**src/common/fc_pkg.sv**
```systemverilog
package fc_pkg;

	// word format shared by pixels, weights, biases and results
	localparam int WORD_W = 16;

	// accumulator holds full products plus the aligned bias
	localparam int ACC_W = 32;

	// fixed point position inside a word
	localparam int FRAC_BITS = 8;

	// all buffer read addresses
	localparam int ADDR_W = 16;

	typedef logic signed [WORD_W-1:0] word_t;

	typedef logic signed [ACC_W-1:0] acc_t;

	// pixel read sequencer
	typedef enum logic [1:0]
	{
		seq_idle,
		seq_setting,
		seq_enable
	} seq_state_e;

	// bias fetch and hold
	typedef enum logic [1:0]
	{
		bias_idle,
		bias_loading,
		bias_ready
	} bias_state_e;

endpackage

```
**src/fc_array/fc_result_collector.sv**
```systemverilog
module fc_result_collector #(
	parameter int CHANNELS = 10
) (
	input logic clk,
	input logic rst,
	input logic lane_last,
	input fc_pkg::word_t results [CHANNELS],
	output logic [CHANNELS*fc_pkg::WORD_W-1:0] output_data,
	output logic calculation_done
);
	import fc_pkg::*;

	logic last_q;

	// lane results settle one cycle after the last accumulate
	always_ff @(posedge clk or posedge rst)
	begin
		if (rst)
		begin
			last_q <= 1'b0;
			calculation_done <= 1'b0;
			output_data <= '0;
		end
		else
		begin
			last_q <= lane_last;
			calculation_done <= last_q;
			if (last_q)
			begin
				for (int c = 0; c < CHANNELS; c++)
				begin
					output_data[c*WORD_W +: WORD_W] <= results[c];
				end
			end
		end
	end

endmodule

```
**config.mk**
```make
export PLATFORM = sky130hd
export DESIGN_NAME = fc_result_collector
export DESIGN_NICKNAME = d
export VERILOG_FILES = /design/src/common/fc_pkg.sv /design/src/fc_array/fc_result_collector.sv
export SDC_FILE = /design/constraint.sdc
export NUM_CORES = 1
export LEC_CHECK = 0
export ABC_AREA = 1
export BUFFER_PORTS_ARGS = -buffer_cell sky130_fd_sc_hd__buf_2
export CAP_MARGIN = 20
export CORE_ASPECT_RATIO = 1.1
export CORE_MARGIN = 8
export CORE_UTILIZATION = 50
export CTS_BUF_LIST = sky130_fd_sc_hd__clkbuf_4 sky130_fd_sc_hd__clkbuf_8
export CTS_CLUSTER_DIAMETER = 100
export CTS_CLUSTER_SIZE = 12
export DETAILED_ROUTE_END_ITERATION = 6
export GPL_ROUTABILITY_DRIVEN = 0
export GPL_TIMING_DRIVEN = 0
export PLACE_DENSITY_LB_ADDON = 0.15
export SLEW_MARGIN = 10
export SYNTH_ARGS = -nofsm -noshare
export SYNTH_HDL_FRONTEND = slang
export SYNTH_SLANG_ARGS = --single-unit
export TNS_END_PERCENT = 5
```
**constraint.sdc**
```tcl
create_clock -name clk -period 11.2 [get_ports clk]
set_clock_uncertainty 0.1 [all_clocks]
set_input_delay 0 -clock clk [delete_from_list [all_inputs] [get_ports clk]]
set_output_delay 0 -clock clk [all_outputs]
set_load 0.01 [all_outputs]
```
==> flow_summary.yaml <==
timing:
  fin_crit_sh_pct: 15.23
  maxSlewHeadroom_pct: 64.34
  fmax_ghz: 0.5862
  fin_setup_tns_ps: 0
  slew_viol_final: 0
  fin_crit_ps: 1706
  hold_violations: 0
  rsz0062_at_grt: "false"
  worst_slew_pin_slew_ps: 534.9
  setup_viol: 0
global_routing:
  grt_pass1_wl_mm: 39.94
  grt_pass1_vias: 7438
  gr-total-overflow: 0
  antenna_found_initial: 0
  track_usage_pct: 32.46
  grt_max_degree: 110
cells_and_area:
  n_antenna_cell: 0
  fillCellCount: 616
  utilization_pct: 83.39
  area_growth_pct: 63.33
  drive_gt1_share_pct: 32.75
  final_nets: 1348
critical_path:
  cp-end-kind: "asynchronous set/reset pin"
  required_ps: 11650
  ff2ff_setup_slack_ps: 9800
  cp-start-kind: "primary input"
  cp_data_arrival_time_ps: 2160
  reg2reg_from: "last_q"
  crit_path_max_fanout: 109
  ff2ff_path_depth: 5
  worstSetupPathType: "in -> async"
  rr_endpoint: "output_data[95]"
cts:
  cts-root-buf: "clkbuf_8"
  cts_buffers: 17
  clock_path_buffers: 2
  cts_tree: "yes"
  clkSlewWorstSetupHoldPaths_ps: 80
  post_cts_resized: 0
  h-tree-depth: 4
  clkSinkCount: 162
  clk_latency_ps: 450
  cts_setup_buffers: 0
logic_synthesis:
  ys_seq_area_share_pct: 66.27
  synth_area_leaders: "dfrtp_1, nand2_1, buf_6, buf_2, buf_4"
  ys_warn_count: 0
  synthCells: 679
  yosysTopAreaCell: "dfrtp_1"
  syn_area_sq_mm: 0.006117
  synth_seq_cells: 162
  syn_avg_cell_area_sq_um: 9.009
  synth_cell_type_count: 7
  synth_top_area_share_pct: 66.27
  syn_nets: 842
min_path:
  hold_depth: 2
  min_to: "last_q"
  min_from: "lane_last"
  hold_path_class: "in -> reg"
floorplan:
  chipHeight_um: 132.0
  die_area_sq_mm: 0.01603
  core.rowCount: 42
  die_w_um: 121.5
  initial_core_util_pct: 51.05
  pin_count: 324
  core_sq_mm: 0.01198
pwr:
  leakage_nw: 5.755
  internal_power_uw: 983.1
  combPwrFrac_pct: 19.8
  peakVddDrop_mv: 0.08986
  powerDensity_mw_per_mm2: 137.0
  switchingPower_uw: 385.1
  sequentialPowerShare_pct: 48.9
  power.share.clock_pct: 31.3
  switching_share_pct: 28.15
drt:
  routedWlPerCell_um: 19.13
  drtAntennaViolNets: 0
  vias: 6833
  routed-wl-met3_mm: 2.731
  vias_per_cell: 5.058
  drtIter0Drc: 568
  drc: 0
  drt-met1-wl_mm: 8.426
  wl_met2_mm: 12.88
  top_layer: "met4"
  first_pass_iters: 5
  drt_wl_total_mm: 25.85
place:
  dp_hpwl_mm: 15.19
  portBuffers: 323
run:
  max-cap-violations: 0
run_status:
  status: "finished, final reports clean"
==> worst max-delay path by stage <==
stage               startpoint               end  slack (ps)  depth (start not counted)
CTS                        rst  output_data[121]        9520                          5
detailed placement      last_q  output_data[112]        9890                          5
global route               rst  output_data[121]        9340                          5
finish                     rst  output_data[121]        9490                          5
global placement           rst  output_data[112]        4900                          2
floorplan                  rst  calculation_done        6720                          1
==> per-layer routing <==
metal	vias to the layer above	track usage, %
li1	3033	-
met1	3167	32.01
met2	498	55.33
met3	135	11.91
met4	0	21.96
met5	-	0
==> registers in the layout, indices dropped and copies added, names as in the netlist <==
signal	count
last_q	1
output_data	160
calculation_done	1
==> synth_stat cells, drive strengths merged <==
cell   number
nand2     480
buf        35
inv         2
dfrtp     162
==> area by class of cell <==
type                    count  area, sq um  area share, %
clock buffers              27        352.8          3.532
repair buffers            487         3276          32.79
flip-flops and latches    162         4054          40.58
inverters                   2        17.52         0.1753
multi-input cells         480         1802          18.03
well taps                 154        192.7          1.929
clock inverters             4        45.04         0.4508
plain buffers              35        251.5          2.517
==> per-stage QoR <==
stage                     hold slack (ps)  instance area [sq um]  cells  total power, mW  worst slack, ps
after global routing                134.0                   9991   1351            1.423             9344
final                               135.1                   9991   1351            1.368             9494
after floorplan                    -68.57                   6117    679           0.7724             6723
after detailed placement           -56.75                   7961   1157           0.8884             9891
after CTS                           84.86                   9991   1351            1.350             9520
after global placement              8.937                   7926   1156           0.8813             4904
==> critical path: stages <==
cell           delay, ps
dlygate4sd3_1        550
buf_2                120
dlygate4sd3_1        620
inv_8                330
buf_16               450
==> repair_timing <==
| action | in CTS | in global routing |
|---|---|---|
| hold buffers | 163 | 0 |
| hold endpoints to repair | 323 | 0 |
| setup endpoints to repair | 0 | 0 |
==> power groups by stage <==
| stage | sequential (mW) | combinational (mW) | clock (mW) |
|---|---|---|---|
| 6_report | 0.668 | 0.272 | 0.428 |
| 2_1_floorplan | 0.700 | 0.0723 | 0 |
| 5_1_grt | 0.673 | 0.294 | 0.456 |
| 4_1_cts | 0.664 | 0.260 | 0.426 |
| 3_5_place_dp | 0.674 | 0.214 | 0 |
| 3_3_place_gp | 0.673 | 0.208 | 0 |
==> cells by family after synthesis <==
| kind of cell | after synthesis | synth area share [%] |
|---|---|---|
| buffers and inverters | 37 | 4.275 |
| DFF | 162 | 66.27 |
| and+or+nand+nor | 480 | 29.45 |
==> cells in the final DEF (no fill, tap or decap), drive strengths merged <==
cell         netlist  layout
clkbuf             0      27
clkinv             0       3
nand2            480     480
dfrtp            162     162
bufinv             0       1
inv                2       2
dlygate4sd3        0     163
buf               35     359
Power figures use the tool's default switching activity.
