### src/common/fc_pkg.sv
package fc_pkg;

	// word format shared by pixels, weights, biases and results
	localparam int WORD_W = 16;

	// accumulator holds full products plus the aligned bias
	localparam int ACC_W = 32;

	// fixed point position inside a word
	localparam int FRAC_BITS = 8;

	// all buffer read addresses
	localparam int ADDR_W = 16;

	typedef logic signed [WORD_W-1:0] word_t;

	typedef logic signed [ACC_W-1:0] acc_t;

	// pixel read sequencer
	typedef enum logic [1:0]
	{
		seq_idle,
		seq_setting,
		seq_enable
	} seq_state_e;

	// bias fetch and hold
	typedef enum logic [1:0]
	{
		bias_idle,
		bias_loading,
		bias_ready
	} bias_state_e;

endpackage

### src/design/fc_bias_loader.sv
module fc_bias_loader #(
	parameter int CHANNELS = 10
) (
	input logic clk,
	input logic rst,
	input logic load,
	input fc_pkg::word_t bias_data,
	output logic [fc_pkg::ADDR_W-1:0] read_bias_addr,
	output logic read_bias_signal,
	output logic bias_ready,
	output fc_pkg::word_t bias [CHANNELS]
);
	import fc_pkg::*;

	bias_state_e state;
	logic [ADDR_W-1:0] cnt;
	logic shift_en;
	logic reads_done;

	// one extra loading cycle lets the last word arrive
	assign reads_done = (cnt == ADDR_W'(CHANNELS));
	assign read_bias_signal = (state == bias_loading) && !reads_done;
	assign read_bias_addr = cnt;
	// the port hides the enum literal of the same name
	assign bias_ready = (state == fc_pkg::bias_ready);

	always_ff @(posedge clk or posedge rst)
	begin
		if (rst)
		begin
			state <= bias_idle;
			cnt <= '0;
			shift_en <= 1'b0;
		end
		else
		begin
			shift_en <= read_bias_signal;
			case (state)
				bias_loading:
				begin
					if (reads_done)
					begin
						state <= fc_pkg::bias_ready;
					end
					else
					begin
						cnt <= cnt + 1'b1;
					end
				end
				default:
				begin
					if (load)
					begin
						state <= bias_loading;
						cnt <= '0;
					end
				end
			endcase
		end
	end

	// words enter at the top slot, address k settles in channel k
	always_ff @(posedge clk)
	begin
		if (shift_en)
		begin
			bias[CHANNELS-1] <= bias_data;
			for (int i = 0; i < CHANNELS - 1; i++)
			begin
				bias[i] <= bias[i+1];
			end
		end
	end

endmodule

### config.mk
export PLATFORM = sky130hd
export DESIGN_NAME = fc_bias_loader
export DESIGN_NICKNAME = d
export VERILOG_FILES = /design/src/common/fc_pkg.sv /design/src/design/fc_bias_loader.sv
export SDC_FILE = /design/constraint.sdc
export NUM_CORES = 1
export LEC_CHECK = 0
export ABC_AREA = 1
export BUFFER_PORTS_ARGS = -buffer_cell sky130_fd_sc_hd__buf_2
export CAP_MARGIN = 25
export CORE_ASPECT_RATIO = 1.75
export CORE_MARGIN = 1
export CORE_UTILIZATION = 54
export DETAILED_ROUTE_END_ITERATION = 12
export PLACE_DENSITY = 0.84
export SYNTH_ARGS = -nofsm -noshare
export SYNTH_HDL_FRONTEND = slang
export SYNTH_SLANG_ARGS = --single-unit
export TNS_END_PERCENT = 10
### constraint.sdc
create_clock -name clk -period 6.49 [get_ports clk]
set_clock_uncertainty 0.2 [all_clocks]
set_input_delay 1.298 -clock clk [delete_from_list [all_inputs] [get_ports clk]]
set_output_delay 1.298 -clock clk [all_outputs]
set_load 0.05 [all_outputs]
==> reports/qor.log <==
[layout] area growth from synthesis to layout 28.0%
[global_routing] largest net degree at the start of global routing 82
[layout] share of layout cells above drive strength 1 0.415
[critical_path] start point of the critical path state[1]
[route] detailed-route via count 3632
[synthesis] top cell type's share of synthesized area 0.792
[critical_path] required time worst endpoint 4.99 ns
[timing] setup repair after global routing missed its margin no
[timing] Fmax 0.284 GHz
[synthesis] dominant cells by area after synthesis edfxtp_1 79%, dfrtp_1 7.8%, nand2_1 3.3%
[placed_design] RePlAce Congestion 0.877
[min_path] depth of the worst hold-timing path 0
[synthesis] main combinational cell family by area after synthesis simple AND/OR/NAND/NOR gates
[die] Die Width 82.1 um
[timing] total of endpoints with negative setup slack in the final report 0
[critical_path] startpoint kind of the worst setup timing path flip-flop
[route] final wirelength 12200 um
[synthesis] total number of yosys warnings 0
[synthesis] adder-cell area share of the yosys netlist 0.00412
[synthesis] post-synthesis instance area 6070 um^2
[clock_network] number of buffers inserted by post-CTS setup repair 0
[global_routing] number of global-route vias before repair 3445
[critical_path] ordered cell list for the critical path inv_1, nand2_1, inv_1, nand2_4, inv_2, buf_2
[clock_network] Clock Sinks 179
[power] Max VDD drop 354 uV
[clock_network] CTS H-tree depth 4
[route] detailed-router iteration count before antenna repair 4
[synthesis] XOR/XNOR Fraction of Synth Area 0.00144
[timing] accumulated negative setup slack 0 ns
[placed_design] port bufs 196
[critical_path] path depth of the worst reg2reg path 1
[die] Starting Density 0.561
[clock_network] number of buffers inserted by hold repair at cts 0
[synthesis] multiplexer area fraction after synthesis 0
[global_routing] overall global routing resource usage 0.217
[min_path] critical hold path startpoint bias[79]
[die] number of placement rows 50
[synthesis] post-synthesis sequential area ratio 0.870
[timing] endpoints failing hold 0
[synthesis] Synthesized Nets 366
[layout] fin nets 576
[timing] period utilization 0.543
[timing] final max-slew violation count 0
[route] drc violations 0
[critical_path] crit-path leading delay family buffers and inverters
[clock_network] clock slew seen by the registers of the worst setup and hold paths 0.07 ns
[die] core area 10800 um^2
[synthesis] share of synthesized cell area in and, or, nand and nor gates 0.0979
[critical_path] most common cell type on the critical path inv_1
[critical_path] combined buffer and inverter count along the critical path 4
[clock_network] Clock Root Buffer clkbuf_16
[layout] number of antenna repair diodes 0
[synthesis] most area-hungry cell type in the Yosys netlist edfxtp_1
[critical_path] Worst Setup End Kind primary output
[timing] post-layout worst setup margin 2.97 ns
[die] Die Y 142 um
[global_routing] initial antenna violation count 0
[route] WL/cell 17.5 um
[timing] Final min period 3.52 ns
[synthesis] number of unique standard cell types used by synthesis 23
[route] Starting DRT DRC Count 275
[die] total I/O pin count 197
[critical_path] critical path data arrival time 2.03 ns
[critical_path] end of the worst register-to-register path bias[69]
[clock_network] Clock Tree Buf Depth 2
[layout] Core Util, Final 0.718
[run] total of max-cap violations 0
[power] power density cells 509 nW/um^2
[clock_network] number of buffers added by the clock tree synthesis step 17
[critical_path] maximum net fanout on the critical path 18
[min_path] worst min-delay path endpoint bias[95]
[route] post-DR vias/cell 5.20
[timing] relative slew slack 0.347
[clock_network] insertion delay of the later-clocked pin in the worst-skew pair 0.42 ns
[route] post-route ant nets 0
[outcome] status finished, final reports clean
[synthesis] number of instances in the synthesized netlist 345
[critical_path] source of the worst register-to-register timing path shift_en
[critical_path] type of the worst setup path flip-flop to primary output
[critical_path] cell at the slowest stage of the critical path inv_1
[synthesis] average cell area after synthesis 17.6 um^2
[global_routing] overall overflow remaining after global route 0
[global_routing] global-route wire length before repair 17700 um
[die] Die ar. 11700 um^2
[synthesis] share of the synthesized area in compound gates (AO/OA/AOI/OAI) 0.00701
[clock_network] number of resized instances in the post-cts repair step 0
[clock_network] TritonCTS clock tree done
[timing] measured slew at the worst slew-check pin 0.979 ns
[min_path] Hold Path Class flip-flop to flip-flop
[critical_path] FF-to-FF setup slack 3.92 ns
[critical_path] max incr delay on CP 0.41 ns
[placed_design] Post-DP HPWL 8780 um
[synthesis] number of flip-flops and latches in the synthesized netlist 179
[power] Leakage Power 3.36 nW
[placed_design] pre-CTS WS 3.41 ns
[flip-flops by register name, summed over array words and instances (netlist names)]
| signal | count |
|---|---|
| bias | 160 |
| read_bias_addr | 16 |
| shift_en | 1 |
| state | 2 |
[final cells by class]
cell class              instances  area [um^2]
clock buffers                  18          429
clock inverters                14          164
fillers                       687         3050
inverters                      19         71.3
multi-input cells             141          671
flip-flops and latches        179         5280
well taps                     130          163
repair buffers                197          988
[logic make-up after synthesis]
group           after synthesis
xor+xnor                      1
fa+ha+maj                     2
compound gates                7
flops                       179
simple gates                131
buf+inv                      25
[power by group]
part	switching, mW	leakage, nW	total [mW]	internal (mW)
clock network	0.441	0.287	1.02	0.581
registers	0.178	1.92	1.69	1.51
logic	1.01	1.15	1.24	0.227
total	1.63	3.36	3.95	2.32
[routing by layer]
metal	vias to the layer above	share of wire	global-route usage
li1	1678	-	-
met1	1732	0.36	0.237
met2	196	0.52	0.371
met3	26	0.088	0.0763
met4	0	0.031	0.0923
met5	-	0	0
[stage by stage]
stage                     instances  power (mW)  hold slack (ns)  instance area (um^2)
after floorplan                 345        2.64            0.277                  6070
after global placement          666        2.94            0.225                  7180
after detailed placement        666        2.96            0.227                  7180
after CTS                       698        3.98            0.243                  7770
after global routing            698        4.11            0.253                  7770
final                           698        3.95            0.242                  7770
[cells in the mapped netlist]
library cell and count:
nand2_2 2, nand3_1 38, edfxtp_1 160, buf_2 2
dfrtp_1 19, buf_6 3, clkbuf_1 1, inv_2 1
inv_1 18, or2_2 1, o21bai_1 1, nor2_1 23
ha_1 2, o21ai_0 3, o211ai_1 1, a21o_1 1
o21ai_1 1, xor2_1 1, nor2_4 2, or2_1 1
nand2_1 54, nand2_4 1, nand4_1 9
[worst max-delay path by stage]
stage	end	slack, ns	cells after the start
after floorplan	bias[0]	2.24	0
after global placement	read_bias_signal	3.45	6
after detailed placement	read_bias_signal	3.41	6
after CTS	read_bias_signal	2.97	6
after global routing	read_bias_signal	2.84	6
final	read_bias_signal	2.97	6
[cells in the final DEF, fill, tap and decap left out, types with 3 or more instances in the layout]
master and count:
dfrtp_1 18, inv_1 18, nor2_1 23, o21ai_0 3, nand4_1 9, inv_6 7
buf_2 196, edfxtp_1 160, nand2_1 54, clkbuf_16 17, nand3_1 38
Power figures use the tool's default switching activity.
