## src/common/fc_pkg.sv

```systemverilog
package fc_pkg;

	// word format shared by pixels, weights, biases and results
	localparam int WORD_W = 16;

	// accumulator holds full products plus the aligned bias
	localparam int ACC_W = 32;

	// fixed point position inside a word
	localparam int FRAC_BITS = 8;

	// all buffer read addresses
	localparam int ADDR_W = 16;

	typedef logic signed [WORD_W-1:0] word_t;

	typedef logic signed [ACC_W-1:0] acc_t;

	// pixel read sequencer
	typedef enum logic [1:0]
	{
		seq_idle,
		seq_setting,
		seq_enable
	} seq_state_e;

	// bias fetch and hold
	typedef enum logic [1:0]
	{
		bias_idle,
		bias_loading,
		bias_ready
	} bias_state_e;

endpackage

```

## src/common/fc_lane_if.sv

```systemverilog
interface fc_lane_if #(
	parameter int CHANNELS = 10
);
	import fc_pkg::*;

	// pixel is broadcast, weight and bias are one per channel
	word_t pixel;
	word_t weight [CHANNELS];
	word_t bias [CHANNELS];
	logic acc_first;
	logic acc_en;

	modport feeder (
		output pixel,
		output weight,
		output bias,
		output acc_first,
		output acc_en
	);

	modport lane (
		input pixel,
		input weight,
		input bias,
		input acc_first,
		input acc_en
	);

endinterface

```

## src/fc_array/fc_operand_stage.sv

```systemverilog
module fc_operand_stage #(
	parameter int CHANNELS = 10
) (
	input logic clk,
	input logic rst,
	input logic issue,
	input logic first,
	input logic last,
	input fc_pkg::word_t input_data,
	input logic [CHANNELS*fc_pkg::WORD_W-1:0] weight_data,
	input fc_pkg::word_t bias [CHANNELS],
	fc_lane_if.feeder lanes,
	output logic lane_last
);
	import fc_pkg::*;

	logic issue_d;
	logic first_d;
	logic last_d;

	// controls wait one cycle for the buffer data
	always_ff @(posedge clk or posedge rst)
	begin
		if (rst)
		begin
			issue_d <= 1'b0;
			first_d <= 1'b0;
			last_d <= 1'b0;
			lanes.acc_en <= 1'b0;
			lanes.acc_first <= 1'b0;
			lane_last <= 1'b0;
		end
		else
		begin
			issue_d <= issue;
			first_d <= first;
			last_d <= last;
			lanes.acc_en <= issue_d;
			lanes.acc_first <= first_d;
			lane_last <= last_d;
		end
	end

	always_ff @(posedge clk)
	begin
		lanes.pixel <= input_data;
		for (int c = 0; c < CHANNELS; c++)
		begin
			lanes.weight[c] <= word_t'(weight_data[c*WORD_W +: WORD_W]);
			lanes.bias[c] <= bias[c];
		end
	end

endmodule

```

## src/flat_wrapper.sv

```systemverilog
// flat-port wrapper written by rule: the top's interface ports become plain ports
module fc_operand_stage_flat import fc_pkg::*;
#(
	parameter int CHANNELS = 10
)
  (clk, rst, issue, first, last, input_data, weight_data, bias, lane_last, lanes_pixel, lanes_weight, lanes_bias, lanes_acc_first, lanes_acc_en);
  fc_lane_if #(.CHANNELS(CHANNELS)) lanes_i ();
  input logic clk;
  input logic rst;
  input logic issue;
  input logic first;
  input logic last;
  input fc_pkg::word_t input_data;
  input logic [CHANNELS*fc_pkg::WORD_W-1:0] weight_data;
  input fc_pkg::word_t bias[CHANNELS];
  output logic lane_last;
  output wire logic [$bits(lanes_i.pixel)-1:0] lanes_pixel;
  output wire logic [$bits(lanes_i.weight)-1:0] lanes_weight;
  output wire logic [$bits(lanes_i.bias)-1:0] lanes_bias;
  output wire logic [$bits(lanes_i.acc_first)-1:0] lanes_acc_first;
  output wire logic [$bits(lanes_i.acc_en)-1:0] lanes_acc_en;
  assign lanes_pixel = lanes_i.pixel;
  assign lanes_weight = {>>{lanes_i.weight}};
  assign lanes_bias = {>>{lanes_i.bias}};
  assign lanes_acc_first = lanes_i.acc_first;
  assign lanes_acc_en = lanes_i.acc_en;
  fc_operand_stage #(.CHANNELS(CHANNELS)) u_core (.clk(clk), .rst(rst), .issue(issue), .first(first), .last(last), .input_data(input_data), .weight_data(weight_data), .bias(bias), .lanes(lanes_i), .lane_last(lane_last));
endmodule
```

## config.mk

```make
export PLATFORM = sky130hd
export DESIGN_NAME = fc_operand_stage_flat
export DESIGN_NICKNAME = d
export VERILOG_FILES = /design/src/common/fc_pkg.sv /design/src/common/fc_lane_if.sv /design/src/fc_array/fc_operand_stage.sv /design/src/flat_wrapper.sv
export SDC_FILE = /design/constraint.sdc
export NUM_CORES = 1
export LEC_CHECK = 0
export BUFFER_PORTS_ARGS = -buffer_cell sky130_fd_sc_hd__buf_2
export CAP_MARGIN = 10
export CORE_AREA = 8 8 260 262
export DETAILED_ROUTE_END_ITERATION = 7
export DIE_AREA = 0 0 268 270
export PLACE_DENSITY = 0.32
export SLEW_MARGIN = 20
export SYNTH_ARGS = -nofsm -noshare
export SYNTH_HDL_FRONTEND = slang
export SYNTH_SLANG_ARGS = --single-unit
```

## constraint.sdc

```tcl
create_clock -name clk -period 1 [get_ports clk]
set_input_delay 0.05 -clock clk [delete_from_list [all_inputs] [get_ports clk]]
set_output_delay 0.05 -clock clk [all_outputs]
set_load 0.03 [all_outputs]
```

==> metrics.txt <==
leading cell types in the layout, fill and taps excluded=sky130_fd_sc_hd__dlygate4sd3_1 (341), sky130_fd_sc_hd__buf_2 (340), sky130_fd_sc_hd__dfxtp_2 (336); sequential-to-total area share from yosys stat=0.999; overall die area=72,400 sq um; count of cells along the worst register-to-register path=0; fraction of post-synthesis cell area in the top cell type by area=0.978; Layout Skew=0.00338 ns; cell type contributing the most total cell area after synthesis=sky130_fd_sc_hd__dfxtp_1; data required time of the worst path=0.95 ns; sum of net half-perimeters after detailed placement=24,600 um; total of buffers placed on input and output ports=679; count of multi-input combinational gates=0; total power of the final layout=0.0344 W; switching share of power=0.237; Gate power share=0.145; delay of the slowest cell on the worst path=0.38 ns; top cells by area in the synthesized netlist=sky130_fd_sc_hd__dfxtp_1 (98%), sky130_fd_sc_hd__dfrtp_1 (2.2%), sky130_fd_sc_hd__inv_1 (0.055%); total number of clock tree sinks=342; Bufs and invs on worst path=1; total area of multi-input combinational cells=0 sq um; count of state elements after synthesis=342; Core Region=63,600 sq um; Avg Synthesized Cell Area=20.1 sq um; Area growth syn-to-layout=171%; Top Ports=680; Maximum Capacitance Violations=0; clock input transition at the sequential cells of the worst setup and hold paths=0.06 ns; count of TritonRoute iterations in the first routing pass=4; count of buffers added by post-CTS timing repair for setup=0; dominant delay contributor by cell family on the critical path=flip-flops; critical path's slowest cell=sky130_fd_sc_hd__dfrtp_1; class of the worst hold path=input pin to flop; Place WS=0.386 ns; pin slew with the least headroom to its limit=0.234 ns; cell depth of the worst hold path=2; TritonCTS clock tree=yes; wirelength, routed=34,600 um; crit share post-route=1.10; die width=268 um; Cell variety after synth=3; Net Switching=0.00814 W; final-layout setup total negative slack=-8.42 ns; Crit Path Class=flop to primary output; Final Worst Setup Slack=-0.0970 ns; antenna violations before repair=1; final cell utilization of the core=0.293; clock period minus worst slack=1.10 ns; stages on the worst setup path=1; height of the chip=270 um; CP max FO=1; global route hottest layer=met2; design internal power=0.0263 W; cells after synthesis=343; clock root buffer master=sky130_fd_sc_hd__clkbuf_16; endpoint kind of the worst setup timing path=primary output; detailed-route via count=6,670; antenna violation net count after detailed routing=0; setup repair after global routing missed its margin=yes; Sequential Power Share=0.432; gr usage total=0.0893; Finish-stage setup viols=339; Hold Fails Final Rpt=0; drt drc=0; clk buf depth=3; commonest non-fill, non-tap cell in the layout=sky130_fd_sc_hd__dlygate4sd3_1; worst skew pair latency=0.52 ns; met2 usage=0.169; part of the power in the clock network=0.423; Synth Cell Area=6880 sq um; Global Route met3 Usage=0.0465; maximum number of pins on one net before global-route repair=14; status=complete, but fails checks; Lkg Pwr=8.38 nW; worst voltage drop across the vdd grid=1.24 mV; global-route wire length before repair=49,100 um; number of synthesis warnings=0; Hold Worst Slack=0.146 ns; final routed wire length divided by cell count=15.2 um; CP cell instances=buf_6; FF-to-FF Start=u_core.issue_d; drt first-iter violations=149; worst max-slew margin expressed relative to the limit=0.844; cts bufs inserted=39; violations in the final reports=setup timing; via count of the first global-routing pass=8,036; critical path arrival=1.05 ns; hold_sp=weight_data[11]; Pins Over Slew Limit=0; leftover overflow at the end of global routing=0; startpoint types=flop; power density over cell area=1850 nW/um^2; syn nets=684; FP Rows=93; share of final-layout standard cells stronger than drive strength 1=0.751; effective utilization at floorplan=0.108; highest clock frequency the design can meet=0.912 GHz; crit path launch=u_core.lane_last; Max H-tree Level=2; post-layout net count=1,745; drt via density=2.92; global placement routability congestion=0.817; met1 layer usage reported by global route=0.0788
[cell families (layout without fill, tap and decap cells)]
family,count (synthesis),after routing,synth area share
flip-flops,342,342,0.999
buffers and inverters,1,1086,0.000545
other,0,1,0
[layer usage]
metal,part of all wire,vias to the layer above
li1,-,3183
met1,0.32,3003
met2,0.52,415
met3,0.13,67
met4,0.030,2
met5,0.00038,-
[synthesized netlist by cell type, drive strengths merged]
cell type and number:
dfxtp 336, dfrtp 6, inv 1
[layout make-up]
| cell class | count | area [sq um] |
|---|---|---|
| Tap cell | 855 | 1070 |
| Clock inverter | 12 | 185 |
| Timing Repair Buffer | 1020 | 8950 |
| Clock buffer | 53 | 1120 |
| Inverter | 1 | 3.75 |
| Sequential cell | 342 | 7300 |
| Fill cell | 6301 | 45000 |
| Antenna cell | 1 | 2.50 |
[worst paths after layout]
kind                            slack, ns                  endpoint
max in group asynchronous            0.25            u_core.first_d
min in group asynchronous            0.55            u_core.issue_d
worst max-delay path                 -0.1                 lane_last
worst min register to register       0.35    u_core.lanes.acc_first
worst max register to register       0.53       u_core.lanes.acc_en
worst min-delay path                 0.15  u_core.lanes.weight[155]
[power by group through the flow]
stage                     sequential, W  combinational (W)  clock, W
after CTS                        0.0148            0.00500    0.0152
after global placement           0.0148            0.00307         0
after floorplan                  0.0163         0.00000387         0
after global routing             0.0149            0.00520    0.0158
after detailed placement         0.0148            0.00305         0
final                            0.0149            0.00498    0.0146
[repair_timing]
action,in CTS,in global routing
gates resized for setup,1017,1
hold buffers,341,0
setup endpoints to repair,339,339
pin swaps,0,0
endpoints found under the hold margin,345,0
[stage by stage]
stage	cell area [sq um]	cells
after floorplan	6880	343
after global placement	11300	1877
after detailed placement	11300	1877
after CTS	18600	2283
after global routing	18600	2283
final	18600	2284
[registers in the layout, indices dropped and copies added, names as in the netlist]
name / count
u_core.issue_d: 1
u_core.last_d: 1
u_core.lanes.weight: 160
u_core.first_d: 1
u_core.lanes.bias: 160
u_core.lane_last: 1
u_core.lanes.acc_first: 1
u_core.lanes.acc_en: 1
u_core.lanes.pixel: 16
Note: power is estimated with default switching activity, not from simulation.
