[config.mk]
export PLATFORM = sky130hd
export DESIGN_NAME = fc_read_sequencer
export DESIGN_NICKNAME = d
export VERILOG_FILES = /design/src/common/fc_pkg.sv /design/src/design/fc_read_sequencer.sv
export SDC_FILE = /design/constraint.sdc
export NUM_CORES = 1
export LEC_CHECK = 0
export BUFFER_PORTS_ARGS = -buffer_cell sky130_fd_sc_hd__buf_2
export CAP_MARGIN = 20
export CORE_MARGIN = 8
export CORE_UTILIZATION = 55
export CTS_BUF_LIST = sky130_fd_sc_hd__clkbuf_4
export DETAILED_ROUTE_END_ITERATION = 16
export GPL_TIMING_DRIVEN = 1
export PLACE_DENSITY = 0.79
export SYNTH_ARGS = -nofsm -noshare
export SYNTH_HDL_FRONTEND = slang
export SYNTH_SLANG_ARGS = --single-unit
[constraint.sdc]
create_clock -name clk -period 3.6 [get_ports clk]
set_input_delay 0 -clock clk [delete_from_list [all_inputs] [get_ports clk]]
set_output_delay 0 -clock clk [all_outputs]
set_load 0.02 [all_outputs]
[src/common/fc_pkg.sv]
package fc_pkg;

	// word format shared by pixels, weights, biases and results
	localparam int WORD_W = 16;

	// accumulator holds full products plus the aligned bias
	localparam int ACC_W = 32;

	// fixed point position inside a word
	localparam int FRAC_BITS = 8;

	// all buffer read addresses
	localparam int ADDR_W = 16;

	typedef logic signed [WORD_W-1:0] word_t;

	typedef logic signed [ACC_W-1:0] acc_t;

	// pixel read sequencer
	typedef enum logic [1:0]
	{
		seq_idle,
		seq_setting,
		seq_enable
	} seq_state_e;

	// bias fetch and hold
	typedef enum logic [1:0]
	{
		bias_idle,
		bias_loading,
		bias_ready
	} bias_state_e;

endpackage

[src/design/fc_read_sequencer.sv]
module fc_read_sequencer #(
	parameter int ROWS = 5,
	parameter int COLS = 5
) (
	input logic clk,
	input logic rst,
	input logic start,
	output logic [fc_pkg::ADDR_W-1:0] row_addr,
	output logic [fc_pkg::ADDR_W-1:0] col_addr,
	output logic [fc_pkg::ADDR_W-1:0] weight_addr,
	output logic read_pixel_signal,
	output logic issue,
	output logic first,
	output logic last
);
	import fc_pkg::*;

	seq_state_e state;
	seq_state_e next_state;
	logic [ADDR_W-1:0] row;
	logic [ADDR_W-1:0] col;
	logic row_end;
	logic col_end;
	logic enable;

	assign enable = (state == seq_enable);
	assign col_end = (col == ADDR_W'(COLS - 1));
	assign row_end = (row == ADDR_W'(ROWS - 1));

	always_comb
	begin
		next_state = state;
		case (state)
			seq_idle:
			begin
				if (start)
				begin
					next_state = seq_setting;
				end
			end
			seq_setting:
			begin
				next_state = seq_enable;
			end
			seq_enable:
			begin
				if (row_end && col_end)
				begin
					next_state = seq_idle;
				end
			end
			default:
			begin
				next_state = seq_idle;
			end
		endcase
	end

	// counters wrap back to zero on the last address of a frame
	always_ff @(posedge clk or posedge rst)
	begin
		if (rst)
		begin
			state <= seq_idle;
			row <= '0;
			col <= '0;
		end
		else
		begin
			state <= next_state;
			if (enable)
			begin
				if (col_end)
				begin
					col <= '0;
					if (row_end)
					begin
						row <= '0;
					end
					else
					begin
						row <= row + 1'b1;
					end
				end
				else
				begin
					col <= col + 1'b1;
				end
			end
		end
	end

	assign row_addr = row;
	assign col_addr = col;
	// flat index, column runs fastest
	assign weight_addr = ADDR_W'(row * COLS + col);

	assign read_pixel_signal = enable;
	assign issue = enable;
	assign first = enable && (row == '0) && (col == '0);
	assign last = enable && row_end && col_end;

endmodule

==> flow_summary.toml, run 1 <==
[sta]
finClkSkew_ns = 0.0126
setup_slack_ns = 0.227
rsz0062_at_grt = "false"
tns_ns = 0
finalHoldViolations = 0
min_period_over_period_pct = 93.7
hold_ws_ns = 0.308
worstMarginPinSlew_ns = 0.451
slew_violations = 0
fin_crit_ns = 3.37
clock.fmax_mhz = 296
relSlewSlack_pct = 69.8
setup_viol = 0

[synthesis]
synth_top_area_share_pct = 27.5
synth_area_um2 = 3100
netlist_top_cells_count = "inv_1, dfrtp_1, ha_1, xnor2_1"
synth-main-ff-cell = "dfrtp_1"
synth.distinct_cells = 45
syn_area_per_cell_um2 = 8.90
synth_cells = 348
synth_top_area_cell = "dfrtp_1"
yosys_warnings = 0
synth.most_common_cell = "inv_1"
synthArstFlopShare_pct = 100
synth-edff-count = 0
synthTopCellsByArea = "dfrtp_1, ha_1, fa_1"
synth_seq_cells = 34
syn-num-nets = 398
ys_seq_area_share_pct = 27.5

[placed_design]
port_buffers = 54
gp_congestion = 0.848
pre_cts_slack_ns = 0.600
placed_cells = 473
hpwl_mm = 5.43

[finish]
drive_gt1_share_pct = 17.0
final_cells = 483
fillers = 494
area_growth_syn_to_layout_pct = 13.7
antennaDiodeCount = 0
fin_nets = 460

[critical_path]
worstSetupPathType = "reg2out"
regToRegSetupSlack_ns = 1.54
critPathLaunchType = "register"
reg2reg_from = "col_addr[1]"
arrival_ns = 3.37
r2r_end = "row_addr[5]"
ff2ff_path_depth = 7
critPathLaunch = "row_addr[6]"
cp_max_fo = 7
required_ns = 3.60
cp-end-kind = "output port"
endpoint = "weight_addr[13]"

[floorplan]
core_um2 = 5470
rows = 27
die_area_um2 = 8290
pin_count = 55
die_x_um = 91.1
die_h_um = 91.1
initial_core_util_pct = 56.6

[clock_tree]
cts.reportedPaths.clkPinSlew_ns = 0.11
htree_levels = 2
cts_inserted_buffers = 5
insertion_delay_ns = 0.32
cts_setup_buffers = 0
cts_tree = "built"
cts_buffer_depth = 2
cts_sinks = 34
cts-root-buf = "clkbuf_4"

[grt]
grt_pass1_wl_mm = 11.7
first_global_vias = 2611
grt.busiest_layer = "met2"
grt_max_degree = 35
grt-ovfl-total = 0
grtUsageMet2_pct = 29.4
use_met3_pct = 3.21
antenna_found_initial = 0
use_met1_pct = 19.8
grt_use_total_pct = 16.5

[min_path]
hold_class = "in2async"

[pwr]
ir_drop_uv = 369
cellPowerDensity_nw_per_um2 = 372
p_leak_nw = 1.95

[route]
post_drt_via_cell_ratio = 5.42
drc = 0
antenna_left = 0
wire_per_inst_um = 14.2
first_pass_iters = 4
num_vias = 2617
drt_wl_total_mm = 6.84
drt_iter0_drc = 123

[run_status]
status = "finished, final reports clean"

[job]
drv_cap = 0
==> power by group <==
part | switching (W) | internal, W | total [W] | leakage [nW]
clock | 0.000123 | 0.0000810 | 0.000204 | 0.0331
combinational | 0.000367 | 0.000221 | 0.000588 | 1.46
sequential | 0.0000916 | 0.000426 | 0.000517 | 0.460
==> area by class of cell <==
cell class,instances,area [um2],share of cell area [%]
clock buffers,6,45.0,1.28
well taps,72,90.1,2.56
flip-flops and latches,34,851,24.2
clock inverters,2,8.76,0.249
inverters,65,244,6.93
repair buffers,57,298,8.45
multi-input cells,247,1990,56.4
==> through the flow <==
step | total power [W] | util [%] | instance area, um2
global placement | 0.00110 | 63.0 | 3450
CTS | 0.00133 | 64.3 | 3520
global route | 0.00140 | 64.4 | 3520
floorplan | 0.000949 | - | 3100
detailed placement | 0.00112 | 63.0 | 3450
finish | 0.00131 | 64.4 | 3520
==> cell families (layout without fill, tap and decap cells) <==
| group | Yosys count | in the layout | share of synthesized area, % |
|---|---|---|---|
| AND/OR/NAND/NOR | 103 | 103 | 19.0 |
| flip-flops | 34 | 34 | 27.5 |
| buffers and inverters | 67 | 130 | 8.48 |
| XOR/XNOR | 35 | 35 | 9.90 |
| adder cells (fa/ha/maj) | 47 | 47 | 22.1 |
| AO/OA/AOI/OAI | 62 | 62 | 13.0 |
==> registers in the layout, indices dropped and copies added, names as in the netlist <==
register  flops
row_addr     16
col_addr     16
state         2
==> critical path: stages (launching register included) <==
cell and delay (ns):
dfrtp_1 0.47, ha_1 0.32, inv_1 0.06, fa_1 0.50, inv_1 0.04, ha_1 0.37
a2111oi_0 0.44, a21oi_1 0.15, o211a_1 0.17, nor4_1 0.24, nand3b_1 0.13, buf_2 0.16
==> per-layer routing <==
| layer | part of all wire, % | vias to the layer above |
|---|---|---|
| met2 | 48 | 62 |
| met4 | 1.2 | 0 |
| met5 | 0 | - |
| li1 | - | 1318 |
| met3 | 4.5 | 9 |
| met1 | 46 | 1228 |
==> repair_timing <==
item,4_1_cts,5_1_grt
endpoints found under the hold margin,35,0
gates resized for setup,0,1
endpoints found under the setup margin,0,1
hold buffers,2,0
==> cells in the final DEF, fill, tap and decap left out, types with 12 or more instances in the layout <==
cell type,instances
and3_1,12
buf_2,54
dfrtp_1,34
fa_1,13
ha_1,34
inv_1,64
nand2_1,21
nor2_1,17
o21ai_0,21
xnor2_1,26
==> how the worst min path moves through the flow <==
stage / from / depth (start not counted) / end / slack (ns)
floorplan: rst / 1 / col_addr[0] / 0.14
global placement: rst / 3 / row_addr[5] / 0.11
detailed placement: rst / 3 / row_addr[5] / 0.13
CTS: rst / 4 / row_addr[4] / 0.32
global route: rst / 4 / col_addr[14] / 0.36
finish: rst / 4 / row_addr[4] / 0.31
No activity file was read; power rests on OpenSTA's default activity.
==> inputs of run 2 (changes only) <==
--- a/config.mk
+++ b/config.mk
@@ -12,6 +12,7 @@
 export CTS_BUF_LIST = sky130_fd_sc_hd__clkbuf_4
 export DETAILED_ROUTE_END_ITERATION = 16
 export GPL_TIMING_DRIVEN = 1
+export MAX_ROUTING_LAYER = met4
 export PLACE_DENSITY = 0.79
 export SYNTH_ARGS = -nofsm -noshare
 export SYNTH_HDL_FRONTEND = slang
==> constraint.sdc (replaced) <==
create_clock -name clk -period 3.6 [get_ports clk]
set_input_delay 0 -clock clk [delete_from_list [all_inputs] [get_ports clk]]
set_output_delay 0 -clock clk [all_outputs]
set_load 0.1 [all_outputs]
==> flow_summary.toml, run 2 (synthesis gave the netlist of run 1 again) <==
[min_path]
hold_class = "in2async"

[route]
drt_wl_total_mm = 7.32
num_vias = 2683
post_drt_via_cell_ratio = 5.54
wire_per_inst_um = 15.1
first_pass_iters = 4
drt_iter0_drc = 83
antenna_left = 0
drc = 0

[critical_path]
cp_max_fo = 8
critPathLaunchType = "register"
worstSetupPathType = "reg2out"
critPathSlowestCell = "dfrtp_2"
arrival_ns = 3.45
path_buf_inv = 3
cp-end-kind = "output port"
crit_family = "adder cells"
required_ns = 3.60
crit_chain = "ha_1, inv_1, fa_1, inv_1, ha_1, and2_1, or2_2, a2111oi_2, a21oi_2, xnor2_4, buf_12"
cp_slowest_stage_delay_ns = 0.49

[sta]
finClkSkew_ns = 0.00966
slew_violations = 0
worstMarginPinSlew_ns = 0.507
fin_crit_ns = 3.45
clock.fmax_mhz = 290
hold_ws_ns = 0.268
setup_slack_ns = 0.147
setup_viol = 0
min_period_over_period_pct = 95.9
relSlewSlack_pct = 66.5
finalHoldViolations = 0

[pwr]
cellPowerDensity_nw_per_um2 = 526
p_leak_nw = 1.99
ir_drop_uv = 1160
p_total_w = 0.00196

[run_status]
status = "finished, final reports clean"

[finish]
drive_gt1_share_pct = 25.0
area_growth_syn_to_layout_pct = 20.1
fin_nets = 461
final_common_cell = "inv_1"
final_cell_mix = "inv_1, buf_2, ha_1"
antennaDiodeCount = 0

[clock_tree]
cts_inserted_buffers = 5
cts_setup_buffers = 0
cts_sinks = 34
cts-root-buf = "clkbuf_4"
cts.reportedPaths.clkPinSlew_ns = 0.10
insertion_delay_ns = 0.35
cts_tree = "built"
cts_buffer_depth = 2
htree_levels = 2

[floorplan]
die_area_um2 = 8290
die_h_um = 91.1
die_x_um = 91.1
initial_core_util_pct = 56.6
core_um2 = 5470
rows = 27
pin_count = 55

[placed_design]
gp_congestion = 0.895
pre_cts_slack_ns = 0.282
hpwl_mm = 5.80
port_buffers = 54

[grt]
grt_use_total_pct = 18.6
grt_pass1_wl_mm = 12.7
grt-ovfl-total = 0
first_global_vias = 2774
antenna_found_initial = 0
grt_max_degree = 35

[job]
drv_cap = 0
run 2: cell types whose count changed in the layout (fill, tap and decap cells not counted), sizes merged:
cell | before | now
clkbuf | 6 | 8
clkinv | 3 | 2
run 2: final timing paths:
| check | start | end | slack, ns | depth (start not counted) |
|---|---|---|---|---|
| max reg2reg | col_addr[1] | row_addr[7] | 1.56 | 7 |
| min reg2reg | state[0] | state[0] | 0.48 | 1 |
| max in group asynchronous | rst | row_addr[9] | 2.99 | 4 |
| min in group clk | start | state[0] | 0.45 | 3 |
| min | rst | row_addr[6] | 0.27 | 4 |
| max | row_addr[10] | weight_addr[15] | 0.15 | 11 |
run 2: layout make-up:
class                      instances  area (um2)
clock buffer                       7        52.6
tap                               72        90.1
clock inverter                     1        3.75
fill                             480        1750
inverter                          65         244
timing repair buffer              58         348
multi-input combinational        247        2110
sequential                        34         871
run 2: tightest hold or removal path: cells and delay by family:
family                 cells  cell delay [ns]
buffers and inverters      4             1.05
run 2: repair_timing:
item | CTS | global route
pin swaps | 0 | 2
hold buffers | 2 | 0
gates cloned | 0 | 0
hold endpoints to repair | 35 | 0
gates resized for setup | 3 | 15
endpoints found under the setup margin | 3 | 7
run 2: where the power goes:
part	total (W)	switching (W)	internal, W
Clock	0.000216	0.000126	0.0000900
Combinational	0.00122	0.000995	0.000226
Sequential	0.000521	0.0000925	0.000428
run 2: per-layer routing:
metal / GRT usage, % / part of all wire, % / up-vias
li1: - / - / 1310
met3: 3.62 / 3.8 / 19
met1: 21.1 / 44 / 1296
met2: 31.2 / 49 / 58
met4: 8.19 / 2.9 / 0
met5: - / 0 / -
run 2: per-stage QoR:
stage	instances	utilization [%]	TNS (ns)	cell area, um2
floorplan	348	-	-0.366	3220
global placement	474	65.6	0	3590
detailed placement	474	65.6	0	3590
CTS	484	67.2	0	3680
global route	484	68.0	-0.0322	3720
finish	484	68.0	0	3720
