`config.mk`:
```
export PLATFORM = sky130hd
export DESIGN_NAME = fc_mac_lane_flat
export DESIGN_NICKNAME = d
export VERILOG_FILES = /design/src/common/fc_pkg.sv /design/src/common/fc_lane_if.sv /design/src/fc_array/fc_mac_lane.sv /design/src/flat_wrapper.sv
export SDC_FILE = /design/constraint.sdc
export NUM_CORES = 1
export LEC_CHECK = 0
export BUFFER_PORTS_ARGS = -buffer_cell sky130_fd_sc_hd__buf_2
export CELL_PAD_IN_SITES_DETAIL_PLACEMENT = 1
export CELL_PAD_IN_SITES_GLOBAL_PLACEMENT = 1
export CORE_MARGIN = 10
export CORE_UTILIZATION = 25
export CTS_CLUSTER_SIZE = 20
export DETAILED_ROUTE_END_ITERATION = 7
export PLACE_DENSITY_LB_ADDON = 0.1
export SLEW_MARGIN = 40
export SYNTH_ARGS = -nofsm -noshare
export SYNTH_HDL_FRONTEND = slang
export SYNTH_SLANG_ARGS = --single-unit
```
`constraint.sdc`:
```
create_clock -name clk -period 3.1 [get_ports clk]
set_input_delay 0.155 -clock clk [delete_from_list [all_inputs] [get_ports clk]]
set_output_delay 0.155 -clock clk [all_outputs]
set_load 0.05 [all_outputs]
```
`src/common/fc_pkg.sv`:
```
package fc_pkg;

	// word format shared by pixels, weights, biases and results
	localparam int WORD_W = 16;

	// accumulator holds full products plus the aligned bias
	localparam int ACC_W = 32;

	// fixed point position inside a word
	localparam int FRAC_BITS = 8;

	// all buffer read addresses
	localparam int ADDR_W = 16;

	typedef logic signed [WORD_W-1:0] word_t;

	typedef logic signed [ACC_W-1:0] acc_t;

	// pixel read sequencer
	typedef enum logic [1:0]
	{
		seq_idle,
		seq_setting,
		seq_enable
	} seq_state_e;

	// bias fetch and hold
	typedef enum logic [1:0]
	{
		bias_idle,
		bias_loading,
		bias_ready
	} bias_state_e;

endpackage

```
`src/common/fc_lane_if.sv`:
```
interface fc_lane_if #(
	parameter int CHANNELS = 10
);
	import fc_pkg::*;

	// pixel is broadcast, weight and bias are one per channel
	word_t pixel;
	word_t weight [CHANNELS];
	word_t bias [CHANNELS];
	logic acc_first;
	logic acc_en;

	modport feeder (
		output pixel,
		output weight,
		output bias,
		output acc_first,
		output acc_en
	);

	modport lane (
		input pixel,
		input weight,
		input bias,
		input acc_first,
		input acc_en
	);

endinterface

```
`src/fc_array/fc_mac_lane.sv`:
```
module fc_mac_lane #(
	parameter int CHANNEL = 0,
	parameter int CHANNELS = 10
) (
	input logic clk,
	input logic rst,
	fc_lane_if.lane lanes,
	output fc_pkg::word_t result
);
	import fc_pkg::*;

	// keep the select inside the interface arrays
	localparam int LANE_IDX = (CHANNEL < CHANNELS) ? CHANNEL : CHANNELS - 1;

	acc_t acc;
	acc_t product;
	acc_t bias_aligned;

	assign product = acc_t'(lanes.pixel) * acc_t'(lanes.weight[LANE_IDX]);
	assign bias_aligned = acc_t'(lanes.bias[LANE_IDX]) <<< FRAC_BITS;

	always_ff @(posedge clk or posedge rst)
	begin
		if (rst)
		begin
			acc <= '0;
		end
		else if (lanes.acc_en)
		begin
			if (lanes.acc_first)
			begin
				acc <= bias_aligned + product;
			end
			else
			begin
				acc <= acc + product;
			end
		end
	end

	// wraps, no rounding
	assign result = word_t'(acc[FRAC_BITS +: WORD_W]);

endmodule

```
`src/flat_wrapper.sv`:
```
// flat-port wrapper written by rule: the top's interface ports become plain ports
module fc_mac_lane_flat import fc_pkg::*;
#(
	parameter int CHANNEL = 0,
	parameter int CHANNELS = 10
)
  (clk, rst, result, lanes_pixel, lanes_weight, lanes_bias, lanes_acc_first, lanes_acc_en);
  fc_lane_if #(.CHANNELS(CHANNELS)) lanes_i ();
  input logic clk;
  input logic rst;
  output fc_pkg::word_t result;
  input wire logic [$bits(lanes_i.pixel)-1:0] lanes_pixel;
  input wire logic [$bits(lanes_i.weight)-1:0] lanes_weight;
  input wire logic [$bits(lanes_i.bias)-1:0] lanes_bias;
  input wire logic [$bits(lanes_i.acc_first)-1:0] lanes_acc_first;
  input wire logic [$bits(lanes_i.acc_en)-1:0] lanes_acc_en;
  assign lanes_i.pixel = lanes_pixel;
  assign lanes_i.weight = {>>{lanes_weight}};
  assign lanes_i.bias = {>>{lanes_bias}};
  assign lanes_i.acc_first = lanes_acc_first;
  assign lanes_i.acc_en = lanes_acc_en;
  fc_mac_lane #(.CHANNEL(CHANNEL), .CHANNELS(CHANNELS)) u_core (.clk(clk), .rst(rst), .lanes(lanes_i), .result(result));
endmodule
```
==> results by group, run 1 <==
Global route
  • Busiest grt layer: met2
  • Met2 usage: 23.05%
  • GRT Overall Usage: 14.04%
  • First-pass GRT wire length: 57,550 um
  • Largest net degree at the start of global routing: 42
  • Initial antenna violation count: 0
  • Met3 usage: 0.8043%
  • Met1 Track Usage GR: 20.51%
  • Grt ovf: 0
  • Vias in the first global route: 10,470

Layout
  • Most common cell after layout, fill and taps aside: buf_4
  • Layout cells sized above 1: 38.66%
  • Most frequent cells in the layout: 229 x buf_4, 228 x inv_1, 180 x fa_1, 121 x nand2_1, 85 x and2_1
  • Largest reg by FF count: u_core.acc
  • Area grow syn2layout: 46.59%
  • Non-filler cells, final: 2,078
  • Layout Nets: 2,181
  • Max FFs per register: 24
  • Top Registers: u_core.acc: 24 flops
  • Number of diodes: 0

Status
  • Outcome: finished, violations left
  • Failing checks: setup timing

Setup path
  • Worst Path Max Fanout: 6
  • Path depth of the worst reg2reg path: 11
  • Reg-to-reg endpoint: u_core.acc[22]
  • Critical path class: input pin to register
  • Reg2Reg Setup Slack: -170 ps
  • RR Startpoint: u_core.acc[0]
  • Crit path buf inv count: 7
  • CP max stage delay: 560 ps
  • Crit path depth: 30
  • CP Data Arrival Time: 6750 ps
  • Setup crit start kind: input pin
  • Crit-path slowest cell: fa_2
  • CP top delay family: adder cells
  • Req. time, crit path: 3270 ps
  • CP Capture Type: register

Min path
  • Tightest Hold Check Type: input pin to register
  • Hold path depth: 3
  • Min-delay src: lanes_acc_first
  • Hold EP: u_core.acc[23]

Logic synthesis
  • Unique cell type count in the Yosys netlist: 55
  • Dominant cells by area after synthesis: fa_1 36%, ha_1 13%, inv_1 9.1%
  • Cells after Synth: 1,248
  • Syn avg cell area: 8.502 um^2
  • Post-synth EDFFs: 0
  • Syn. warnings: 0
  • Sequential share of the synthesized area: 5.660%
  • Mapped cell area: 10,610 um^2
  • Asr flop ratio synth: 100.0%
  • Ys flop type: dfrtp_1
  • Synth top area share: 35.66%
  • Seq cells post-synth: 24
  • Synth Net Count: 1,889
  • Synth area leader: fa_1

Clock tree
  • Latest clock arrival within the worst-skew pair: 280 ps
  • Clk slew on worst S/H paths: 80 ps
  • Clock tree sinks: 24
  • CTS root buffer: clkbuf_16
  • CTS buffer count: 3
  • TritonCTS clock tree: yes
  • Maximum root-to-sink buffer count: 2
  • H-tree level count: 1

Placement
  • Input/output buffers: 67
  • Post-DP HPWL: 29,490 um
  • Dpl cells: 2,032
  • Routability cong.: 0.8061

STA
  • Slew headroom: 59.96%
  • Final worst path period share: 212.5%
  • Fin. Hold Viols: 0
  • Tmin final: 6587 ps
  • Worst Slack Setup Final: -3487 ps
  • Max-slew violations: 0
  • Skew final: 6.752 ps
  • Final Setup Violations: 20
  • Slew of the pin with the lowest slew margin: 594.3 ps
  • RSZ-0062 raised after global routing: true
  • Fmax: 151.8 MHz

Floorplanning
  • IO Count: 356
  • Row cnt: 75
  • Core ar.: 41,950 um^2
  • Die H: 226.0 um
  • Full die area: 51,080 um^2
  • Starting Density: 25.29%
  • Width of the die: 226.0 um

Route
  • DRC errors left: 0
  • Initial DRC count: 244
  • Vias per cell: 4.369
  • Initial DRT Pass Iterations: 4
  • Total number of vias: 9,079
  • Post-Route WL: 34,550 um
  • Per-cell routed wire length: 16.63 um
  • Post-route ant nets: 0

Flow run
  • Max-cap violations: 0
==> logic make-up (layout without fill, tap and decap cells) <==
| kind of cell | count (synthesis) | after routing | synth area share (%) |
|---|---|---|---|
| XOR/XNOR | 63 | 63 | 5.330 |
| buffers and inverters | 317 | 608 | 11.78 |
| flip-flops | 24 | 24 | 5.660 |
| multiplexers | 10 | 10 | 0.9670 |
| AO/OA/AOI/OAI | 178 | 178 | 10.92 |
| AND/OR/NAND/NOR | 355 | 355 | 16.47 |
| adder cells (fa/ha/maj) | 301 | 301 | 48.87 |
==> metal layers <==
layer,vias up,part of all wire [%],wire length (um)
met3,5,1.8,631
met5,-,0,0
met1,4571,51,17570
met2,69,47,16220
li1,4434,-,-
met4,0,0.37,129
==> what timing repair did <==
item | in CTS | in global routing
endpoints found under the setup margin | 21 | 21
cloned | 2 | 1
resized for setup | 199 | 108
buffers inserted | 28 | 21
endpoints found under the hold margin | 24 | 0
pin swaps | 128 | 90
hold buffers | 1 | 0
==> metrics by stage <==
step	area (um^2)	TNS [ps]	setup slack, ps	hold WS [ps]	util (%)
global route	15550	-55380	-3792	338.9	37.08
floorplan	11390	-44720	-3429	169.6	-
detailed placement	13690	-61090	-4105	256.7	32.63
global placement	13690	-60770	-4036	248.5	32.63
finish	15550	-50000	-3487	300.7	37.08
CTS	14960	-50220	-3497	294.5	35.66
==> cells in the mapped netlist (2+ instances only) <==
cell and count:
o22ai_1 3, nand2b_1 10, nor3_1 10, mux2_2 2, a22o_1 2, o21a_1 15, or4_1 5, and2_1 109
nand2_1 138, o31ai_1 3, buf_4 16, nor2b_1 8, o21ai_0 28, xnor2_1 49, ha_1 112, a211oi_1 9
a21o_1 17, clkbuf_1 37, a31oi_1 4, o21bai_1 6, nand3_1 7, a21oi_1 61, xor2_1 13, inv_1 258
a21boi_0 2, nor3b_1 4, or3_1 5, buf_1 6, a2111oi_0 5, nor2_1 50, fa_1 189, o211ai_1 6
a21bo_2 2, a31o_2 2, and3_1 5, dfrtp_1 24, mux2i_1 8
==> worst min-delay path: cells and delay by family <==
| kind | cells | cell delay [ps] |
|---|---|---|
| buffers and inverters | 1 | 180 |
| AO/OA/AOI/OAI | 1 | 130 |
| AND/OR/NAND/NOR | 1 | 80 |
==> cell type report <==
cell class | instances | area, um^2
tap | 539 | 674.4
clock buffer | 4 | 88.84
fill | 4844 | 26390
multi-input combinational | 907 | 10330
sequential | 24 | 600.6
inverter | 258 | 970.9
timing repair buffer | 346 | 2885
==> worst max path at each step <==
stage                       from             end  slack [ps]
2_1_floorplan  lanes_weight[152]  u_core.acc[23]       -3430
3_3_place_gp   lanes_weight[148]  u_core.acc[23]       -4040
3_5_place_dp   lanes_weight[148]  u_core.acc[23]       -4100
4_1_cts        lanes_weight[149]  u_core.acc[23]       -3500
5_1_grt           lanes_pixel[7]  u_core.acc[23]       -3790
6_report          lanes_pixel[7]  u_core.acc[23]       -3490
Power of run 1 is not shown: default switching activity piles up to over one toggle a cycle in this logic, so the estimate is an artifact.
==> inputs of run 2 (changes only) <==
Clock period 3.1 ns to 5.4 ns, I/O delays scaled along.
==> run 2 against run 1 <==
  * The run still ends with setup timing left
  * Die area unchanged
  * Via count increased by 0.11%
  * Non-clock buffer count decreased by 18
  * First-iteration DRC count increased by 16%
  * Utilization decreased by 1.9 points
  * Count of clock-buffer cells in the layout unchanged
  * Register-to-register slack improved by 2200 ps
==> results by group, run 2 (synthesized netlist as in run 1, its figures left out) <==
Status
  • Outcome: finished, violations left
  • Failing checks: setup timing

Layout
  • Non-filler cells, final: 2,060
  • Max FFs per register: 24
  • Largest reg by FF count: u_core.acc
  • Layout Nets: 2,163
  • Seq. cell area: 600.6 um^2
  • Layout cells sized above 1: 33.66%
  • Top Registers: u_core.acc: 24 flops
  • Number of fill cells: 4,879
  • Multi-input logic area: 9935 um^2
  • Most frequent cells in the layout: 239 x inv_1, 239 x buf_4, 184 x fa_1, 127 x nand2_1, 94 x and2_1
  • Area grow syn2layout: 39.02%
  • Number of diodes: 0

Route
  • DRC errors left: 0
  • Post-route ant nets: 0
  • Initial DRC count: 283
  • Vias per cell: 4.412
  • Total number of vias: 9,089
  • Post-Route WL: 34,320 um
  • Per-cell routed wire length: 16.66 um
  • Initial DRT Pass Iterations: 4

Global route
  • Grt ovf: 0
  • Vias in the first global route: 10,280
  • Largest net degree at the start of global routing: 50
  • GRT Overall Usage: 13.70%
  • Initial antenna violation count: 0
  • First-pass GRT wire length: 55,830 um

STA
  • Fin Setup TNS: -13,240 ps
  • RSZ-0062 raised after global routing: true
  • Final Setup Violations: 14
  • Hold Slack: 85.35 ps
  • Fin. Hold Viols: 0
  • Skew final: 14.28 ps
  • Tmin final: 6769 ps
  • Worst Slack Setup Final: -1369 ps
  • Max-slew violations: 0
  • Fmax: 147.7 MHz
  • Slew of the pin with the lowest slew margin: 605.3 ps
  • Final worst path period share: 125.4%
  • Slew headroom: 59.65%

Setup path
  • Req. time, crit path: 5570 ps
  • Reg-to-reg endpoint: u_core.acc[22]
  • CP Data Arrival Time: 6940 ps
  • Worst setup endpoint: u_core.acc[23]
  • Reg2Reg Setup Slack: 2070 ps
  • Worst Path Max Fanout: 6
  • Crit. Startpoint: lanes_pixel[3]
  • RR Startpoint: u_core.acc[0]
  • Critical path class: input pin to register
  • Path depth of the worst reg2reg path: 11
  • Setup crit start kind: input pin
  • CP Capture Type: register

Clock tree
  • Clock tree sinks: 24
  • CTS buffer count: 3
  • H-tree level count: 1
  • Latest clock arrival within the worst-skew pair: 280 ps
  • TritonCTS clock tree: yes
  • CTS Hold Bufs: 0
  • CTS root buffer: clkbuf_16
  • Maximum root-to-sink buffer count: 2
  • Clk slew on worst S/H paths: 80 ps

Placement
  • Routability cong.: 0.7660
  • Dpl cells: 2,032
  • Input/output buffers: 67
  • Post-DP HPWL: 30,320 um

Floorplanning
  • Width of the die: 226.0 um
  • Die H: 226.0 um
  • IO Count: 356
  • Full die area: 51,080 um^2
  • Core ar.: 41,950 um^2
  • Starting Density: 25.29%
  • Row cnt: 75

Min path
  • Tightest Hold Check Type: input pin to async pin

Flow run
  • Max-cap violations: 0
[run 2: changes by cell type in the layout (fill, tap and decap cells not counted), moves of 9 or more]
cell / delta
and2_4: -9
ha_4: -16
inv_1: +11
buf_6: -21
and2_1: +9
buf_4: +10
ha_1: +16
inv_2: -10
[run 2: repair_timing]
item,CTS,global route
buffers inserted,10,15
pin swaps,57,91
setup endpoints to repair,14,14
cloned,0,0
resized for setup,86,127
[run 2: stage by stage]
step	utilization, %	instance area [um^2]	setup slack, ps
2_1_floorplan	-	11120	-1244
3_3_place_gp	32.06	13450	-1893
3_5_place_dp	32.07	13450	-1890
4_1_cts	33.53	14070	-1503
5_1_grt	35.16	14750	-1634
6_report	35.16	14750	-1369
[run 2: worst min path at each step]
stage	from	to	depth (start not counted)
6_report	rst	u_core.acc[11]	3
5_1_grt	rst	u_core.acc[11]	3
4_1_cts	rst	u_core.acc[11]	3
3_5_place_dp	rst	u_core.acc[0]	3
3_3_place_gp	rst	u_core.acc[0]	3
2_1_floorplan	rst	u_core.acc[0]	1
[run 2: critical path, cell delays in order]
cell and delay (ps):
buf_4 130, buf_6 130, buf_6 120, and2_4 150, fa_1 540, inv_2 40, fa_1 480, inv_2 40
fa_1 530, fa_2 480, fa_1 550, inv_1 50, fa_1 520, inv_2 50, ha_4 150, a2111oi_2 320
o211ai_1 220, a31o_2 260, a21oi_2 160, xnor2_2 120, ha_4 300, o2111ai_4 110, nor4bb_4 360, o211ai_1 190
a21oi_2 210, o211a_1 190, nor4b_2 50, nand3b_1 170
[run 2: per-layer routing]
layer | part of all wire [%] | global-route usage (%)
met5 | 0 | 0
met4 | 0.50 | 0.8223
met3 | 1.8 | 1.142
met2 | 50 | 23.80
met1 | 47 | 18.88
[run 2: cell type report]
cell class                      instances  area share [%]
Clock buffer                            4          0.6023
Sequential cell                        24           4.072
Inverter                              258           6.565
Tap cell                              539           4.572
Timing Repair Buffer                  328           16.84
Multi-Input combinational cell        907           67.35
Power of run 2 is left out for the same reason.
==> inputs of run 3 (changes only) <==
Settings changed: ABC_AREA set to 1.
==> run 3 against run 2 <==
  * Count of clock-buffer cells in the layout fell by 1
  * Critical path depth is 3 higher
  * Hold slack got worse by 30 ps
  * Fmax up 2.8%
  * Highest routed layer unchanged
  * Synthesized area grew 4.5%
  * Synthesized cell count up 23%
  * The flow still finishes with violations (setup timing)
  * Non-clock buffer count increased by 11
  * Flip-flop and latch count is the same
==> results by group, run 3 <==
STA
  • Slew of the pin with the lowest slew margin: 747.1 ps
  • Skew final: 12.13 ps
  • Final Setup Violations: 14
  • Hold Slack: 55.78 ps
  • Fin. Hold Viols: 0
  • Fmax: 151.8 MHz
  • Slew headroom: 50.19%
  • Worst Slack Setup Final: -1186 ps
  • Max-slew violations: 0
  • Final worst path period share: 122.0%
  • RSZ-0062 raised after global routing: true
  • Tmin final: 6586 ps

Placement
  • Post-DP HPWL: 33,530 um
  • Area of placed instances: 13,680 um^2
  • Input/output buffers: 67
  • Routability cong.: 0.8081
  • Dpl cells: 2,354

Layout
  • Largest reg by FF count: u_core.acc
  • Most frequent cells in the layout: 384 x inv_1, 328 x nand2_1, 226 x buf_4, 183 x fa_1, 72 x ha_1
  • Final core utilization: 35.78%
  • Fin area: 15,750 um^2
  • Max FFs per register: 24
  • Number of diodes: 0
  • Most common cell after layout, fill and taps aside: inv_1
  • Area grow syn2layout: 42.07%
  • Number of fill cells: 5,345
  • Non-filler cells, final: 2,401
  • Layout Nets: 2,451
  • Layout cells sized above 1: 31.95%
  • Top Registers: u_core.acc: 24 flops

Status
  • Failing checks: setup timing
  • Outcome: finished, violations left

Route
  • Initial DRC count: 283
  • Initial DRT Pass Iterations: 4
  • Post-Route WL: 39,310 um
  • Per-cell routed wire length: 16.37 um
  • Total number of vias: 10,327
  • DRC errors left: 0
  • Post-route ant nets: 0
  • Vias per cell: 4.301

Global route
  • GRT Overall Usage: 15.25%
  • Initial antenna violation count: 0
  • First-pass GRT wire length: 65,230 um
  • Largest net degree at the start of global routing: 39
  • Grt ovf: 0
  • Vias in the first global route: 11,783

Floorplanning
  • IO Count: 356
  • Starting Density: 25.18%
  • Core ar.: 44,030 um^2
  • Die H: 230.6 um
  • Width of the die: 230.6 um
  • Row cnt: 77
  • Full die area: 53,170 um^2

Logic synthesis
  • Unique cell type count in the Yosys netlist: 41
  • Syn avg cell area: 7.209 um^2
  • Synth cell count leaders: 410 x inv_1, 371 x nand2_1, 189 x fa_1
  • Post-synth EDFFs: 0
  • Dominant cells by area after synthesis: fa_1 34%, inv_1 14%, ha_1 13%
  • Seq cells post-synth: 24
  • Synth top area share: 34.13%
  • Ys flop type: dfrtp_1
  • Mapped cell area: 11,090 um^2
  • Syn. warnings: 0
  • Synth Net Count: 2,179
  • Cells after Synth: 1,538
  • Sequential share of the synthesized area: 5.417%
  • Asr flop ratio synth: 100.0%
  • Synth area leader: fa_1
  • Top-count cell post-synth: inv_1

Clock tree
  • CTS buffer count: 3
  • Maximum root-to-sink buffer count: 2
  • Clock tree sinks: 24
  • Latest clock arrival within the worst-skew pair: 280 ps
  • H-tree level count: 1
  • TritonCTS clock tree: yes
  • CTS root buffer: clkbuf_16
  • Clk slew on worst S/H paths: 70 ps

Setup path
  • Critical path class: input pin to register
  • Worst Path Max Fanout: 10
  • Setup crit start kind: input pin
  • CP Capture Type: register
  • Crit-path slowest cell: fa_1
  • CP max stage delay: 540 ps
  • Req. time, crit path: 5590 ps
  • Cell mode on critical path: fa_1
  • CP Data Arrival Time: 6780 ps

Flow run
  • Max-cap violations: 0

Min path
  • Tightest Hold Check Type: input pin to async pin
run 3: changes by cell type in the layout (fill, tap and decap cells not counted), sizes merged, moves of 24 or more:
cell,delta
nand3,+43
nand2,+241
a21oi,+24
and2,-108
xnor2,-32
inv,+153
run 3: cell families (layout without fill, tap and decap cells):
family | Yosys count | after routing | share of synthesized area [%]
flip-flops | 24 | 24 | 5.417
XOR/XNOR | 33 | 33 | 2.607
AND/OR/NAND/NOR | 515 | 515 | 18.75
adder cells (fa/ha/maj) | 301 | 301 | 46.77
AO/OA/AOI/OAI | 180 | 180 | 9.006
buffers and inverters | 485 | 756 | 17.46
run 3: cell type report:
type | instances | area [um^2] | area share (%)
multi-input cells | 1029 | 9981 | 63.36
repair buffers | 339 | 2774 | 17.61
inverters | 413 | 1550 | 9.842
well taps | 592 | 740.7 | 4.703
flip-flops and latches | 24 | 600.6 | 3.813
clock buffers | 3 | 75.07 | 0.4766
clock inverters | 1 | 30.03 | 0.1906
run 3: path summary, 6_finish.rpt:
path / startpoint / to / slack, ps / depth (start not counted)
setup reg to reg: u_core.acc[0] / u_core.acc[12] / 2990 / 12
min in group clk: lanes_bias[144] / u_core.acc[8] / 360 / 4
hold reg to reg: u_core.acc[2] / u_core.acc[2] / 510 / 2
setup / recovery: lanes_weight[150] / u_core.acc[21] / -1190 / 31
hold / removal: rst / u_core.acc[21] / 60 / 3
max in group asynchronous: rst / u_core.acc[14] / 5050 / 3
run 3: stage by stage:
step | setup WS (ps) | TNS, ps
4_1_cts | -1133 | -9936
3_5_place_dp | -2029 | -22360
3_3_place_gp | -2073 | -22610
6_report | -1186 | -10520
2_1_floorplan | -934.7 | -7074
5_1_grt | -1487 | -14810
run 3: repair_timing:
item / 4_1_cts / 5_1_grt
hold buffers: 0 / 0
cloned: 1 / 0
endpoints found under the setup margin: 16 / 16
resized for setup: 318 / 48
pin swaps: 118 / 38
setup buffers: 39 / 6
run 3: worst max-delay path, delay by kind of cell:
kind	cells	cell delay, ps
AOI/OAI and AO/OA	12	1930
xor gates and xnor gates	1	220
and+or+nand+nor	3	270
buffers and inverters	7	520
adders and majority gates	8	3570
run 3: per-layer routing:
metal / GRT usage (%) / share of wire [%] / vias to the layer above
met5: 0 / 0 / -
met2: 25.73 / 47 / 87
met4: 1.727 / 0.76 / 0
met1: 21.55 / 50 / 5133
met3: 1.079 / 1.9 / 13
li1: - / - / 5094
Power of run 3 is left out for the same reason.
